===== config.mk =====
export PLATFORM = sky130hd
export DESIGN_NAME = read_command_shifter
export DESIGN_NICKNAME = d
export VERILOG_FILES = /design/src/hdl/loader_pkg.sv /design/src/hdl/read_command_shifter.sv
export SDC_FILE = /design/constraint.sdc
export NUM_CORES = 1
export LEC_CHECK = 0
export BUFFER_PORTS_ARGS = -buffer_cell sky130_fd_sc_hd__buf_2
export CORE_ASPECT_RATIO = 0.8
export CORE_MARGIN = 1
export CORE_UTILIZATION = 50
export CTS_CLUSTER_DIAMETER = 200
export DETAILED_ROUTE_END_ITERATION = 7
export HOLD_SLACK_MARGIN = 0.02
export PLACE_DENSITY = 0.82
export SKIP_CTS_REPAIR_TIMING = 1
export SYNTH_ARGS = -nofsm -noshare
export SYNTH_HDL_FRONTEND = slang
export SYNTH_SLANG_ARGS = --single-unit

===== constraint.sdc =====
create_clock -name MCLK -period 0.87 [get_ports MCLK]
set_input_delay 0 -clock MCLK [delete_from_list [all_inputs] [get_ports MCLK]]
set_output_delay 0 -clock MCLK [all_outputs]
set_load 0.03 [all_outputs]

===== src/hdl/loader_pkg.sv =====
`default_nettype none

package loader_pkg;

    typedef logic [11:0] page_t;        // flash page number
    typedef logic [2:0]  img_t;         // image select
    typedef logic [14:0] buf_addr_t;    // output buffer bit address
    typedef logic [11:0] map_addr_t;    // bad-loop map index

    localparam logic [7:0] read_opcode = 8'h03;     // plain serial read

    // first of the four bootloader pages of an image
    localparam page_t boot_page = 12'h805;

    localparam buf_addr_t boot_buf_base = 15'd4106;     // bootloader area in buffer
    localparam buf_addr_t page_buf_base = 15'd14336;    // page data area in buffer

    // flash byte address is {image, page, byte}, 128 bytes per page
    typedef struct packed {
        logic [7:0]  opcode;        // sent first
        logic [1:0]  pad;           // upper address bits, unused
        img_t        image;
        page_t       page;
        logic [6:0]  byte_offset;   // always from the start of a page
    } read_cmd_fields_t;

    // built as fields, shifted out as a plain word
    typedef union packed {
        read_cmd_fields_t fields;
        logic [31:0]      raw;
    } read_cmd_t;

endpackage

`default_nettype wire


===== src/hdl/read_command_shifter.sv =====
`default_nettype none

module read_command_shifter
    import loader_pkg::*;
(
    input  wire logic   MCLK,
    input  wire logic   rst,
    input  wire logic   cmd_load,       // capture pulse
    input  wire logic   cmd_shift,      // one bit per pulse
    input  wire logic   page_read,
    input  wire img_t   img_num,
    input  wire page_t  page,
    output logic        mosi
);

    read_cmd_t   cmd;
    logic [32:0] sr;                    // leading zero + command word

    always_comb
    begin
        cmd.fields.opcode      = read_opcode;
        cmd.fields.pad         = 2'b00;
        cmd.fields.image       = img_num;
        cmd.fields.page        = page_read ? page : boot_page;
        cmd.fields.byte_offset = 7'd0;
    end

    always_ff @(posedge MCLK)
    begin
        if (rst)
            sr <= '0;
        else if (cmd_load)
            sr <= {1'b0, cmd.raw};      // mosi stays low until first shift
        else if (cmd_shift)
            sr <= {sr[31:0], 1'b0};     // msb first
    end

    assign mosi = sr[32];

endmodule

`default_nettype wire


==> results of run 1 <==
==> synthesized netlist by cell type (all sizes together) <==
library cell / number / area share
dfxtp: 26 / 0.46
mux2i: 25 / 0.22
a211oi: 14 / 0.098
a21boi: 9 / 0.060
nor2: 9 / 0.030
buf: 7 / 0.054
nor2b: 4 / 0.022
a21oi: 2 / 0.0089
and3b: 2 / 0.016
clkbuf: 2 / 0.0067
a221oi: 1 / 0.0078
inv: 1 / 0.0033
nand2b: 1 / 0.0055
or2: 1 / 0.0055
==> logic make-up (layout without fill, tap and decap cells) <==
logic type,count (synthesis),after routing,synth area share
AO/OA/AOI/OAI,26,26,0.1741
buffers and inverters,10,34,0.06429
flip-flops,26,26,0.4612
multiplexers,25,25,0.2217
AND/OR/NAND/NOR,17,17,0.07872
==> metal layers <==
layer,up-vias,GRT usage,wire length [µm]
met5,-,0,0
met4,0,0.06000,15
met3,2,0.06186,91
met2,21,0.3422,1072
met1,380,0.2585,1032
li1,424,-,-
==> through the flow <==
stage	setup slack [ps]	setup TNS [ps]	utilization
after global routing	-5.871	-5.871	0.6729
after detailed placement	13.36	0	0.6172
after CTS	-13.32	-22.78	0.6435
after global placement	89.11	0	0.6172
final	28.87	0	0.6729
after floorplan	140.7	0	-
==> where the power goes <==
part / switching (mW) / internal (mW) / total [mW] / leakage (nW)
clock: 0.356 / 0.466 / 0.822 / 0.0279
sequential: 0.0318 / 1.25 / 1.28 / 0.214
combinational: 0.143 / 0.154 / 0.297 / 0.346
==> how the worst max path moves through the flow <==
stage	from	cells past startpoint	to
after global placement	cmd_load	3	sr[18]
after CTS	sr[17]	2	sr[18]
final	sr[17]	2	sr[18]
after floorplan	sr[32]	2	sr[32]
after detailed placement	cmd_load	3	sr[12]
after global routing	sr[18]	2	sr[18]
==> area by class of cell <==
type | instances | area, µm² | area share
clock buffers | 3 | 22.52 | 0.01676
clock inverters | 1 | 30.03 | 0.02235
inverters | 1 | 3.754 | 0.002793
multi-input cells | 68 | 541.8 | 0.4032
flip-flops and latches | 26 | 520.5 | 0.3873
well taps | 24 | 30.03 | 0.02235
repair buffers | 29 | 195.2 | 0.1453
==> worst max-delay path: stages (launching register included) <==
cell and delay, ps:
sky130_fd_sc_hd__dfxtp_1 360, sky130_fd_sc_hd__mux2i_1 100, sky130_fd_sc_hd__a221oi_2 290
==> run summary, run 1 <==
===============================================================================
Synthesized area divided by synthesized cell count                    10.85 µm²
Count of maximum capacitance violations                                       0
Post-synthesis instance area                                           1129 µm²
Overflow left after global routing                                            0
Worst slew margin                                                        0.7916
Antenna violations before repair                                              0
Longest Clk Path Bufs                                                         2
Worst R2R Setup Slack                                                     30 ps
Die outline height                                                     44.50 µm
Crit path DAT                                                           1080 ps
Final critical path time including I/O delays and setup                841.1 ps
Via Count                                                                   827
Global placer's final weighted congestion                                0.7991
I/O Buffers                                                                  20
End point of the worst hold path                                         sr[18]
Most common library cell in the layout ignoring fill and taps      sky130_fd_sc_hd__dfxtp_1
Count of unique library cells instantiated by Yosys                          18
Total count of hold-check failures in the final report                        0
Post-synthesis sequential area ratio                                     0.4612
Number of cells traversed by the worst register-to-register path              2
Site Rows                                                                    14
Core Footprint                                                         1997 µm²
Registers with the highest flip-flop counts                        sr: 26 flops
Clock Pin Slew Worst Setup and Hold Paths                                140 ps
Post-detailed-route count of antenna-violating nets                           0
Clk Latency, worst-skew pair                                             330 ps
Leakage                                                               0.5881 nW
Area delta synth->final                                                  19.07%
Ant diodes                                                                    0
# H-tree levels                                                               1
Buffer cell driving the clock tree root                            sky130_fd_sc_hd__clkbuf_4
Fill cells                                                                  157
Effective utilization at floorplan                                       0.5652
Type of the setup path with the least slack                          reg -> reg
Flip-flop count of the largest register after layout                         26
Num Clock Sinks                                                              26
Detailed placement HPWL                                                 1455 µm
Fraction of layout cells with a size suffix above 1                      0.2500
Worst Hold Path Cells                                                         2
Avg Vias per Cell                                                         5.441
Setup repair after global routing missed its margin                         yes
Net count after synthesis                                                   124
Setup clock skew after layout                                          7.654 ps
Final standard cell area without fillers                               1344 µm²
First-pass iteration count of the detailed router                             4
Total die area                                                         2452 µm²
Largest voltage drop on the vdd net                                  0.001438 V
Critical Path End Type                                                flip-flop
Synthesis warning total                                                       0
Seq cells post-synth                                                         26
DRC violations left                                                           0
# placed instances                                                          143
Gr usage total                                                           0.2070
Worst-margin pin slew                                                  312.1 ps
Top library cells by usage in the layout, fill and taps aside      sky130_fd_sc_hd__dfxtp_1, sky130_fd_sc_hd__mux2i_1, sky130_fd_sc_hd__buf_2
Startpoint class of the critical path                                 flip-flop
Critical register-to-register path endpoint                              sr[18]
Sum of routed wire length over all layers                               2213 µm
Part of the cycle the worst path needs                                   0.9668
Clock tree from TritonCTS                                                  done
Start point of the worst min-delay path                               page_read
Setup-violating endpoint count in the final report                            0
Crit path max fanout                                                          2
Vias in the first global route                                              782
Biggest register                                                             sr
Synthesized instance count                                                  104
Start of the worst register-to-register path                             sr[17]
Final hold slack                                                       23.28 ps
Per-cell routed wire length                                            14.56 µm
Wire length of the first global-routing pass                            3484 µm
Power density normalized to cell area                               1786 nW/µm²
Number of DRC violations after detailed-routing iteration 0                   6
Worst min-delay path class                                            in -> reg
Status                                                             complete, no violations
Maximum number of pins on one net before global-route repair                 18
Final slew viol count                                                         0
Upper clock frequency limit                                            1189 MHz
PnR Total Power                                                        2.400 mW
I/O pin total                                                                21
Layout Cells excl Fill                                                      152
CTS Buf Count                                                                 3
Area after detailed placement                                          1232 µm²
Required time of the critical path                                      1110 ps
Total Nets Final                                                            149
Die width                                                              55.12 µm
===============================================================================
Note: power is estimated with default switching activity, not from simulation.
==> run 2: changes to the inputs <==
--- a/config.mk
+++ b/config.mk
@@ -8,11 +8,12 @@
 export BUFFER_PORTS_ARGS = -buffer_cell sky130_fd_sc_hd__buf_2
 export CORE_ASPECT_RATIO = 0.8
 export CORE_MARGIN = 1
-export CORE_UTILIZATION = 50
+export CORE_UTILIZATION = 31
 export CTS_CLUSTER_DIAMETER = 200
 export DETAILED_ROUTE_END_ITERATION = 7
 export HOLD_SLACK_MARGIN = 0.02
-export PLACE_DENSITY = 0.82
+export MAX_ROUTING_LAYER = met4
+export PLACE_DENSITY = 0.59
 export SKIP_CTS_REPAIR_TIMING = 1
 export SYNTH_ARGS = -nofsm -noshare
 export SYNTH_HDL_FRONTEND = slang
==> run summary, run 2 (synthesis gave the netlist of run 1 again) <==
===============================================================================
Type of the setup path with the least slack                          reg -> out
Num Clock Sinks                                                              26
Post-detailed-route count of antenna-violating nets                           0
Final slew viol count                                                         0
Longest Clk Path Bufs                                                         2
Gr usage total                                                           0.1096
Overflow left after global routing                                            0
Crit path max fanout                                                          2
Max stage delay on crit path                                             330 ps
CTS Buf Count                                                                 3
FF/Latch Area                                                         520.5 µm²
Vias in the first global route                                              789
# placed instances                                                          160
Delay-heaviest family, CP                                            flip-flops
Biggest register                                                             sr
Worst-margin pin slew                                                  301.4 ps
Via Count                                                                   785
Number of cells traversed by the worst register-to-register path              2
CP Depth                                                                      1
Worst setup path startpoint                                              sr[32]
Buffer cell driving the clock tree root                            sky130_fd_sc_hd__clkbuf_8
Global placer's final weighted congestion                                0.7650
Registers with the highest flip-flop counts                        sr: 26 flops
Startpoint class of the critical path                                 flip-flop
Ant diodes                                                                    0
I/O pin total                                                                21
Sum of buffers and inverters on the critical path                             1
Detailed placement HPWL                                                 1422 µm
DRC violations left                                                           0
Fill cells                                                                  334
Largest voltage drop on the vdd net                                 0.0006515 V
Clock tree from TritonCTS                                                  done
Most common library cell in the layout ignoring fill and taps      sky130_fd_sc_hd__dfxtp_1
Number of DRC violations after detailed-routing iteration 0                  18
Worst slew margin                                                        0.7988
Setup repair after global routing missed its margin                          no
Cell-by-cell trace of the critical path                                   buf_2
Maximum number of pins on one net before global-route repair                 18
Per-cell routed wire length                                            11.93 µm
Antenna violations before repair                                              0
Crit path DAT                                                            790 ps
Layout Cells excl Fill                                                      164
Worst-path cell with the longest stage delay                       sky130_fd_sc_hd__dfxtp_1
Status                                                             complete, no violations
Start of the worst register-to-register path                             sr[17]
Flip-flop count of the largest register after layout                         26
Total die area                                                         3887 µm²
Crit path capture                                                          mosi
Clk Latency, worst-skew pair                                             260 ps
Upper clock frequency limit                                            1269 MHz
Place WS                                                               66.72 ps
Total count of hold-check failures in the final report                        0
Top library cells by usage in the layout, fill and taps aside      sky130_fd_sc_hd__dfxtp_1, sky130_fd_sc_hd__mux2i_1, sky130_fd_sc_hd__buf_2
Effective utilization at floorplan                                       0.3274
Total Nets Final                                                            143
Sum of routed wire length over all layers                               1957 µm
PnR Total Power                                                        2.509 mW
First-pass iteration count of the detailed router                             6
Setup clock skew after layout                                          3.175 ps
Part of the cycle the worst path needs                                   0.9055
I/O Buffers                                                                  20
Clock Pin Slew Worst Setup and Hold Paths                                 80 ps
Worst min-delay path class                                            in -> reg
Wire length of the first global-routing pass                            3394 µm
Setup-violating endpoint count in the final report                            0
Site Rows                                                                    19
Final Worst Setup Slack                                                82.20 ps
Die width                                                              69.46 µm
Worst Hold Path Cells                                                         3
Count of maximum capacitance violations                                       0
Multi-input logic area                                                541.8 µm²
Fraction of layout cells with a size suffix above 1                      0.2541
# H-tree levels                                                               1
Power density normalized to cell area                               1893 nW/µm²
Leakage                                                               0.5703 nW
Area delta synth->final                                                  17.41%
Avg Vias per Cell                                                         4.787
Final critical path time including I/O delays and setup                787.8 ps
Die outline height                                                     55.97 µm
Worst R2R Setup Slack                                                    110 ps
Critical register-to-register path endpoint                              sr[18]
Sum of negative setup slack                                                0 ps
Required time of the critical path                                       870 ps
Critical Path End Type                                               output pin
Final hold slack                                                       42.17 ps
Core Footprint                                                         3447 µm²
===============================================================================
run 2: changes by cell type in the layout (fill, tap and decap cells not counted):
cell | previous run | this run
sky130_fd_sc_hd__buf_2 | 19 | 20
sky130_fd_sc_hd__dlygate4sd3_1 | 5 | 0
sky130_fd_sc_hd__clkbuf_4 | 3 | 0
sky130_fd_sc_hd__buf_4 | 4 | 2
sky130_fd_sc_hd__clkbuf_8 | 0 | 3
run 2: stage by stage:
step | cell area (µm²) | util
finish | 1325 | 0.3844
global route | 1325 | 0.3844
CTS | 1319 | 0.3826
detailed placement | 1247 | 0.3619
global placement | 1247 | 0.3619
floorplan | 1129 | -
run 2: power breakdown:
part	switching (mW)	internal (mW)	total, mW
Clock	0.349	0.614	0.963
Combinational	0.132	0.136	0.268
Sequential	0.0293	1.25	1.28
run 2: layer usage:
layer | wire [µm] | vias up | share of wire | global-route usage
met1 | 1049 | 362 | 0.54 | 0.1425
li1 | - | 410 | - | -
met4 | 0 | 0 | 0 | 0.03499
met2 | 860 | 13 | 0.44 | 0.1761
met3 | 48 | 0 | 0.025 | 0.01630
met5 | 0 | - | 0 | -
run 2: how the worst min path moves through the flow:
stage	startpoint	end	slack, ps
3_3_place_gp	img_num[1]	sr[20]	320
6_report	img_num[1]	sr[20]	40
2_1_floorplan	img_num[0]	sr[19]	190
4_1_cts	img_num[1]	sr[20]	40
3_5_place_dp	img_num[1]	sr[20]	320
5_1_grt	img_num[1]	sr[20]	50
run 2: final cells by class:
class,instances,share of cell area
Multi-Input combinational cell,68,0.4089
Sequential cell,26,0.3928
Timing Repair Buffer,23,0.1020
Tap cell,42,0.03966
Clock buffer,3,0.03116
Clock inverter,1,0.02266
Inverter,1,0.002833
